<file path="src/logic/adc_pkg.sv">
`default_nettype none

package adc_pkg;

  // Converter and stream widths.
  localparam int ADC_SAMPLE_W   = 14;
  localparam int ADC_WORD_W     = 32;
  localparam int IAGC_STATUS_W  = 4;

  // Zero bits below each left-justified sample in its half-word.
  localparam int ADC_PAD_W = ADC_WORD_W / 2 - ADC_SAMPLE_W;

  // Status code from the IAGC block that holds the capture path in reset.
  localparam logic [IAGC_STATUS_W-1:0] IAGC_STATUS_RESET = 4'hF;

  typedef logic signed [ADC_SAMPLE_W-1:0] adc_sample_t;

  // One channel-1/channel-2 sample pair.
  typedef struct packed {
    adc_sample_t ch1;
    adc_sample_t ch2;
  } adc_pair_t;

  typedef logic [ADC_WORD_W-1:0] adc_word_t;

  // A set bit in the requested relay positions picks DC coupling or high gain.
  typedef struct packed {
    logic ch1_dc;
    logic ch1_high_gain;
    logic ch2_dc;
    logic ch2_high_gain;
  } relay_cfg_t;

  // Coil drives of the latching relays.
  typedef struct packed {
    logic ch1_coupling_h;
    logic ch1_coupling_l;
    logic ch2_coupling_h;
    logic ch2_coupling_l;
    logic ch1_gain_h;
    logic ch1_gain_l;
    logic ch2_gain_h;
    logic ch2_gain_l;
    logic relay_com_h;
    logic relay_com_l;
  } relay_coils_t;

endpackage

`default_nettype wire

</file>
<file path="src/logic/adc.sv">
`default_nettype none

module adc import adc_pkg::*; #(
  parameter int RELAY_PULSE_CYCLES = 16,
  parameter int FIFO_DEPTH         = 8
) (
  input  wire                     i_sys_clock,
  input  wire                     i_rst_n,
  input  wire [IAGC_STATUS_W-1:0] i_iagc_status,
  input  wire adc_sample_t        i_adc_data,
  input  wire                     i_adc_dco,
  input  wire                     i_test_mode,
  input  wire                     i_enable_acquisition,
  input  wire relay_cfg_t         i_relay_cfg,
  output relay_coils_t            o_coils,
  output adc_word_t               o_adc_data,
  output logic                    o_adc_data_valid,
  input  wire                     i_adc_data_ready,
  output logic                    o_adc_init_done,
  output logic                    o_data_overflow
);

  adc_pair_t pair;
  logic      pair_valid;
  adc_word_t word;
  logic      word_valid;

  adc_front_end #(
    .RELAY_PULSE_CYCLES (RELAY_PULSE_CYCLES)
  ) u_front_end (
    .i_sys_clock          (i_sys_clock),
    .i_rst_n              (i_rst_n),
    .i_iagc_status        (i_iagc_status),
    .i_adc_data           (i_adc_data),
    .i_adc_dco            (i_adc_dco),
    .i_test_mode          (i_test_mode),
    .i_enable_acquisition (i_enable_acquisition),
    .i_relay_cfg          (i_relay_cfg),
    .o_pair               (pair),
    .o_pair_valid         (pair_valid),
    .o_coils              (o_coils),
    .o_init_done          (o_adc_init_done)
  );

  adc_sample_packer u_sample_packer (
    .i_sys_clock  (i_sys_clock),
    .i_rst_n      (i_rst_n),
    .i_pair       (pair),
    .i_pair_valid (pair_valid),
    .o_word       (word),
    .o_word_valid (word_valid)
  );

  adc_stream_fifo #(
    .FIFO_DEPTH (FIFO_DEPTH)
  ) u_stream_fifo (
    .i_sys_clock     (i_sys_clock),
    .i_rst_n         (i_rst_n),
    .i_word          (word),
    .i_word_valid    (word_valid),
    .o_data          (o_adc_data),
    .o_data_valid    (o_adc_data_valid),
    .i_data_ready    (i_adc_data_ready),
    .o_data_overflow (o_data_overflow)
  );

endmodule

`default_nettype wire

</file>
<file path="src/logic/adc_front_end.sv">
`default_nettype none

module adc_front_end import adc_pkg::*; #(
  parameter int RELAY_PULSE_CYCLES = 16
) (
  input  wire                     i_sys_clock,
  input  wire                     i_rst_n,
  input  wire [IAGC_STATUS_W-1:0] i_iagc_status,
  input  wire adc_sample_t        i_adc_data,
  input  wire                     i_adc_dco,
  input  wire                     i_test_mode,
  input  wire                     i_enable_acquisition,
  input  wire relay_cfg_t         i_relay_cfg,
  output adc_pair_t               o_pair,
  output logic                    o_pair_valid,
  output relay_coils_t            o_coils,
  output logic                    o_init_done
);

  localparam int PULSE_CNT_W = $clog2(RELAY_PULSE_CYCLES + 1);

  logic                   iagc_hold;
  logic                   acq_on;
  logic                   ch2_phase;  // High while waiting for the channel-2 sample.
  adc_sample_t            ch1_hold;
  adc_sample_t            ramp_cnt;
  logic                   seq_busy;
  logic [PULSE_CNT_W-1:0] pulse_cnt;
  relay_cfg_t             applied_cfg;
  relay_cfg_t             pulse_mask;

  assign iagc_hold = (i_iagc_status == IAGC_STATUS_RESET);
  assign acq_on    = o_init_done && i_enable_acquisition;

  always_ff @(posedge i_sys_clock) begin
    if (!i_rst_n || iagc_hold) begin
      ch2_phase    <= 1'b0;
      o_pair_valid <= 1'b0;
      ramp_cnt     <= '0;
    end else begin
      o_pair_valid <= 1'b0;
      if (!acq_on) begin
        ch2_phase <= 1'b0;  // Next pair starts again at channel 1.
      end else if (i_adc_dco) begin
        ch2_phase <= !ch2_phase;
        if (ch2_phase) begin
          o_pair_valid <= 1'b1;
          if (i_test_mode) ramp_cnt <= ramp_cnt + 14'sd1;
        end
      end
    end
  end

  // Sample payload.
  always_ff @(posedge i_sys_clock) begin
    if (i_adc_dco && !ch2_phase) ch1_hold <= i_adc_data;
    if (i_adc_dco && ch2_phase) begin
      if (i_test_mode) begin
        o_pair.ch1 <= ramp_cnt;
        o_pair.ch2 <= ~ramp_cnt;
      end else begin
        o_pair.ch1 <= ch1_hold;
        o_pair.ch2 <= i_adc_data;
      end
    end
  end

  // Relay sequencer. The first run after reset pulses every relay.
  always_ff @(posedge i_sys_clock) begin
    if (!i_rst_n) begin
      seq_busy    <= 1'b0;
      pulse_cnt   <= '0;
      applied_cfg <= '0;
      pulse_mask  <= '0;
      o_init_done <= 1'b0;
    end else if (seq_busy) begin
      pulse_cnt <= pulse_cnt - 1'b1;
      if (pulse_cnt == '0) begin
        seq_busy    <= 1'b0;
        o_init_done <= 1'b1;
      end
    end else if (!o_init_done || (i_relay_cfg != applied_cfg)) begin
      seq_busy    <= 1'b1;
      pulse_cnt   <= PULSE_CNT_W'(RELAY_PULSE_CYCLES - 1);
      applied_cfg <= i_relay_cfg;
      pulse_mask  <= o_init_done ? (i_relay_cfg ^ applied_cfg) : '1;
    end
  end

  // The H coil sets DC coupling or high gain, the L coil the opposite.
  always_comb begin
    o_coils                = '0;
    o_coils.ch1_coupling_h = seq_busy && pulse_mask.ch1_dc && applied_cfg.ch1_dc;
    o_coils.ch1_coupling_l = seq_busy && pulse_mask.ch1_dc && !applied_cfg.ch1_dc;
    o_coils.ch2_coupling_h = seq_busy && pulse_mask.ch2_dc && applied_cfg.ch2_dc;
    o_coils.ch2_coupling_l = seq_busy && pulse_mask.ch2_dc && !applied_cfg.ch2_dc;
    o_coils.ch1_gain_h = seq_busy && pulse_mask.ch1_high_gain && applied_cfg.ch1_high_gain;
    o_coils.ch1_gain_l = seq_busy && pulse_mask.ch1_high_gain && !applied_cfg.ch1_high_gain;
    o_coils.ch2_gain_h = seq_busy && pulse_mask.ch2_high_gain && applied_cfg.ch2_high_gain;
    o_coils.ch2_gain_l = seq_busy && pulse_mask.ch2_high_gain && !applied_cfg.ch2_high_gain;
    o_coils.relay_com_h = seq_busy && !o_init_done;  // Only during the power-up run.
  end

endmodule

`default_nettype wire

</file>
<file path="src/logic/adc_sample_packer.sv">
`default_nettype none

module adc_sample_packer import adc_pkg::*; (
  input  wire            i_sys_clock,
  input  wire            i_rst_n,
  input  wire adc_pair_t i_pair,
  input  wire            i_pair_valid,
  output adc_word_t      o_word,
  output logic           o_word_valid
);

  adc_word_t packed_word;

  // Each sample is left-justified in its half-word with channel 1 on top.
  assign packed_word = {i_pair.ch1, {ADC_PAD_W{1'b0}}, i_pair.ch2, {ADC_PAD_W{1'b0}}};

  always_ff @(posedge i_sys_clock) begin
    if (!i_rst_n) begin
      o_word_valid <= 1'b0;
    end else begin
      o_word_valid <= i_pair_valid;
    end
  end

  // The word register loads only on a new pair.
  always_ff @(posedge i_sys_clock) begin
    if (i_pair_valid) o_word <= packed_word;
  end

endmodule

`default_nettype wire

</file>
<file path="src/logic/adc_stream_fifo.sv">
`default_nettype none

module adc_stream_fifo import adc_pkg::*; #(
  parameter int FIFO_DEPTH = 8
) (
  input  wire            i_sys_clock,
  input  wire            i_rst_n,
  input  wire adc_word_t i_word,
  input  wire            i_word_valid,
  output adc_word_t      o_data,
  output logic           o_data_valid,
  input  wire            i_data_ready,
  output logic           o_data_overflow
);

  localparam int ADDR_W = $clog2(FIFO_DEPTH);

  adc_word_t       mem [FIFO_DEPTH];
  logic [ADDR_W:0] wr_ptr;  // Top bit flips on each wrap.
  logic [ADDR_W:0] rd_ptr;
  logic            full;
  logic            empty;
  logic            do_write;
  logic            do_read;

  assign empty = (wr_ptr == rd_ptr);
  assign full  = (wr_ptr[ADDR_W] != rd_ptr[ADDR_W]) &&
                 (wr_ptr[ADDR_W-1:0] == rd_ptr[ADDR_W-1:0]);

  assign do_write = i_word_valid && !full;  // A word that finds the buffer full is lost.
  assign do_read  = o_data_valid && i_data_ready;

  assign o_data_valid = !empty;
  assign o_data       = mem[rd_ptr[ADDR_W-1:0]];

  always_ff @(posedge i_sys_clock) begin
    if (!i_rst_n) begin
      wr_ptr          <= '0;
      rd_ptr          <= '0;
      o_data_overflow <= 1'b0;
    end else begin
      if (do_write) wr_ptr <= wr_ptr + 1'b1;
      if (do_read) rd_ptr <= rd_ptr + 1'b1;
      if (i_word_valid && full) o_data_overflow <= 1'b1;  // Sticky until reset.
    end
  end

  always_ff @(posedge i_sys_clock) begin
    if (do_write) mem[wr_ptr[ADDR_W-1:0]] <= i_word;
  end

endmodule

`default_nettype wire

</file>
<file path="config.mk">
export PLATFORM = sky130hd
export DESIGN_NAME = adc
export DESIGN_NICKNAME = d
export VERILOG_FILES = /design/src/logic/adc_pkg.sv /design/src/logic/adc.sv /design/src/logic/adc_front_end.sv /design/src/logic/adc_sample_packer.sv /design/src/logic/adc_stream_fifo.sv
export SDC_FILE = /design/constraint.sdc
export NUM_CORES = 1
export LEC_CHECK = 0
export ABC_CLOCK_PERIOD_IN_PS = 4900
export BUFFER_PORTS_ARGS = -buffer_cell sky130_fd_sc_hd__buf_2
export CORE_ASPECT_RATIO = 0.9
export CORE_UTILIZATION = 60
export CTS_CLUSTER_DIAMETER = 80
export CTS_CLUSTER_SIZE = 20
export DETAILED_ROUTE_END_ITERATION = 7
export MAX_ROUTING_LAYER = met4
export PLACE_DENSITY_LB_ADDON = 0.1
export SETUP_SLACK_MARGIN = 0.4
export SLEW_MARGIN = 20
export SYNTH_ARGS = -nofsm -noshare
export SYNTH_HDL_FRONTEND = slang
export SYNTH_SLANG_ARGS = --single-unit
</file>
<file path="constraint.sdc">
create_clock -name i_sys_clock -period 4.9 [get_ports i_sys_clock]
set_input_delay 0 -clock i_sys_clock [delete_from_list [all_inputs] [get_ports i_sys_clock]]
set_output_delay 0 -clock i_sys_clock [all_outputs]
set_load 0.01 [all_outputs]
</file>
==> results by group <==
Place
  – Hpwl dp: 13.5 mm
  – GPL Wtd Cong: roughly 0.81
  – I/O Buffers: between 60 and 70
  – Placed Area: approximately 14,000 um^2

Drt
  – Final WL: roughly 23 mm
  – Drt drc: 0
  – Post-route ant nets: 0
  – WL/cell: 21.0 um
  – Via density: 5.86
  – Initial drt markers: 412
  – Vias: approximately 6.3k
  – Pre-antenna DRT Iters: 4

Floorplanning
  – Initial Util: 61.7%
  – I/O pin total: between 70 and 80
  – Row count: 50
  – Die Span X: 157 um
  – Die area: between 20,000 and 25,000 um^2
  – Die Span Y: 141 um
  – Core area: 21,000 um^2

GRT
  – Met1 usage: 29.4%
  – Vias in the first global route: around 6.5k
  – Met2 Usage GRT: 36.6%
  – First-pass GRT wire length: 35.1 mm
  – Grt met3 use: 2.54%
  – Largest net degree at the start of global routing: 34
  – Gr ovfl total: 0
  – Most Used Layer, Global Route: met2
  – Tot GR Track Use: 21.9%
  – Antenna violations before repair: 0

Setup path
  – Crit path DAT: 2.82 ns
  – Worst Path Required: around 4.9 ns
  – Reg2Reg Setup Slack: ~2.6 ns
  – Critical Path Sink Type: output port
  – Reg2Reg Depth: 5
  – Reg-to-Reg End: u_stream_fifo.mem[4][18]
  – WS Path Type: reg2out
  – CP Max Fanout: 29
  – Crit start category: register
  – FF-to-FF Start: u_stream_fifo.wr_ptr[0]

Clock network
  – PostCTS Resize Cnt: 0
  – Setup bufs post-CTS: 0
  – H-tree depth: 1
  – CTS Buf Count: 20
  – Worst skew pair latency: roughly 0.5 ns
  – CTS tree: built
  – Clock Sinks: about 340
  – CTS Root Cell: clkbuf_16
  – Buffer depth of the longest clock path: 3
  – CTS clk-pin slew, worst paths: roughly 0.08 ns
  – Post-CTS Hold Buffers: 24

Yosys
  – Top_reg_cell synth: edfxtp_1
  – Syn Area/Cell: 18.9 um^2
  – Async SR Flop Fraction: 0%
  – Post-Synthesis Cells: ~700
  – Yosys reg bits: around 340
  – Number of synthesized flops with an enable pin: 294
  – Synth warn: 0
  – Sequential fraction of the synthesis area: 74.9%
  – Synth unique cells: 43
  – Post-Syn Area: 13,000 um^2

Power and ir drop
  – Power Density: 334 nW/um^2
  – Maximum vdd drop: 236 uV
  – Leak: 0.00476 uW

Layout
  – Post-layout net count: between 800 and 900
  – Area delta synth->final: 11.3%
  – Final Cell Area: 14,400 um^2
  – # diodes: 0
  – Layout cells sized above 1: 27.4%

Worst hold path
  – Hold EP: u_front_end.ramp_cnt[1]
  – Worst min-delay path class: in2reg
  – Min-delay src: i_test_mode
  – Hold Path Cell Cnt: 3

STA
  – Clock period minus worst slack: 2.82 ns
  – Final slew viol count: 0
  – Final hold viol count: 0
  – Crit share post-route: 57.6%
  – Final setup viols: 0
  – RSZ-0062 raised after global routing: no
  – Clock Skew: just over 0.007 ns
  – Worst-margin pin slew: roughly 0.85 ns
  – Setup TNS Final: 0 ns
  – Worst slew margin: 43.2%
  – Maximum operating frequency: ~350 MHz
  – Min Hold Slack: 0.127 ns

Run status
  – Status: finished clean

Job
  – Max-Cap Viols: 0
## placed cells by master (no fill, tap or decap), drive strengths merged, types with 2 or more instances in the layout
master,instances
and2,3
conb,5
nand2,18
xor2,13
a31oi,2
nor2,33
and3,8
edfxtp,294
o31a,2
or4,3
o31ai,3
nor3,6
mux2i,17
nand2b,3
nand4,6
o21ai,11
o41ai,2
nor4,3
dlygate4sd3,24
a21oi,17
o211ai,2
clkinv,2
or3,6
and4,3
xnor2,7
o311a,2
buf,80
ha,4
clkbuf,27
mux2,44
or2,2
dfxtp,44
mux4,56
nand3,11
inv,20
## cell type report
| type | count | area, um^2 |
|---|---|---|
| clock buffers | 27 | 548 |
| inverters | 21 | 78.8 |
| flip-flops and latches | 338 | 9710 |
| well taps | 286 | 358 |
| repair buffers | 104 | 673 |
| fillers | 1399 | 6580 |
| multi-input cells | 297 | 3060 |
| clock inverters | 1 | 3.75 |
## Yosys cell counts (4+ instances only)
cell type	count	share of area [%]
nor3_1	5	0.19
xor2_1	11	0.74
nand4_1	6	0.29
inv_1	20	0.58
xnor2_1	7	0.47
mux4_2	56	9.7
and3_1	8	0.39
mux2_2	44	3.8
edfxtp_1	294	68
or3_1	6	0.29
ha_1	4	0.39
mux2i_1	17	1.3
buf_4	6	0.35
a21oi_1	17	0.66
buf_2	8	0.31
clkbuf_1	18	0.52
dfxtp_1	44	6.8
o21ai_0	11	0.42
nand3_1	11	0.42
nand2_1	18	0.52
nor2_1	33	0.96
## sequential cells by signal, indices dropped and copies added, names as in the netlist, 4 cells and up, named ones only
register                 cells
u_front_end.applied_cfg      4
u_front_end.ch1_hold        14
u_front_end.o_pair          28
u_front_end.pulse_cnt        5
u_front_end.pulse_mask       4
u_front_end.ramp_cnt        14
u_sample_packer.o_word      28
u_stream_fifo.mem          224
u_stream_fifo.rd_ptr         4
u_stream_fifo.wr_ptr         4
## worst max-delay path: stages (launching register included)
cell	delay (ns)
dfxtp_4	0.71
buf_4	0.57
mux4_2	0.57
mux2_2	0.28
buf_2	0.14
## worst max path at each step
| stage | startpoint | endpoint | slack (ns) | cells after the start |
|---|---|---|---|---|
| finish | register | o_adc_data[2] | 2.08 | 4 |
| CTS | register | o_adc_data[26] | 1.97 | 4 |
| floorplan | u_stream_fifo.wr_ptr[0] | u_stream_fifo.mem[4][0] | 1.33 | 5 |
| global placement | register | o_adc_data[30] | 2.51 | 4 |
| detailed placement | register | o_adc_data[26] | 2.51 | 4 |
| global route | register | o_adc_data[29] | 1.84 | 4 |
## cells by family after synthesis
family / count (synthesis) / synth area share [%]
flops: 338 / 74.9
mux: 117 / 14.9
simple gates: 107 / 4.15
buf+inv: 56 / 1.87
compound gates: 44 / 2.37
xor+xnor: 20 / 1.47
fa+ha+maj: 4 / 0.386
other cells: 1 / 0.0289
## layer usage
metal / vias to the layer above / part of all wire [%]
met2: 167 / 50
met3: 29 / 4.0
met5: - / 0
met1: 3222 / 45
li1: 2874 / -
met4: 0 / 1.9
## metrics by stage
step / total power, uW / setup WS, ns / std cells / util, %
after global routing: 4970 / 1.84 / 1074 / 68.7
final: 4820 / 2.08 / 1074 / 68.7
after detailed placement: 3270 / 2.51 / 1022 / 64.9
after global placement: 3270 / 2.51 / 1022 / 64.9
after floorplan: 3240 / 1.33 / 691 / -
after CTS: 4860 / 1.97 / 1074 / 68.7
## power by group
| group | leakage, uW | internal [uW] | switching, uW | total (uW) |
|---|---|---|---|---|
| clock | 0.000267 | 781 | 824 | 1600 |
| sequential | 0.00301 | 3100 | 16.4 | 3120 |
| combinational | 0.00148 | 50.7 | 50.4 | 101 |
Power figures use the tool's default switching activity.
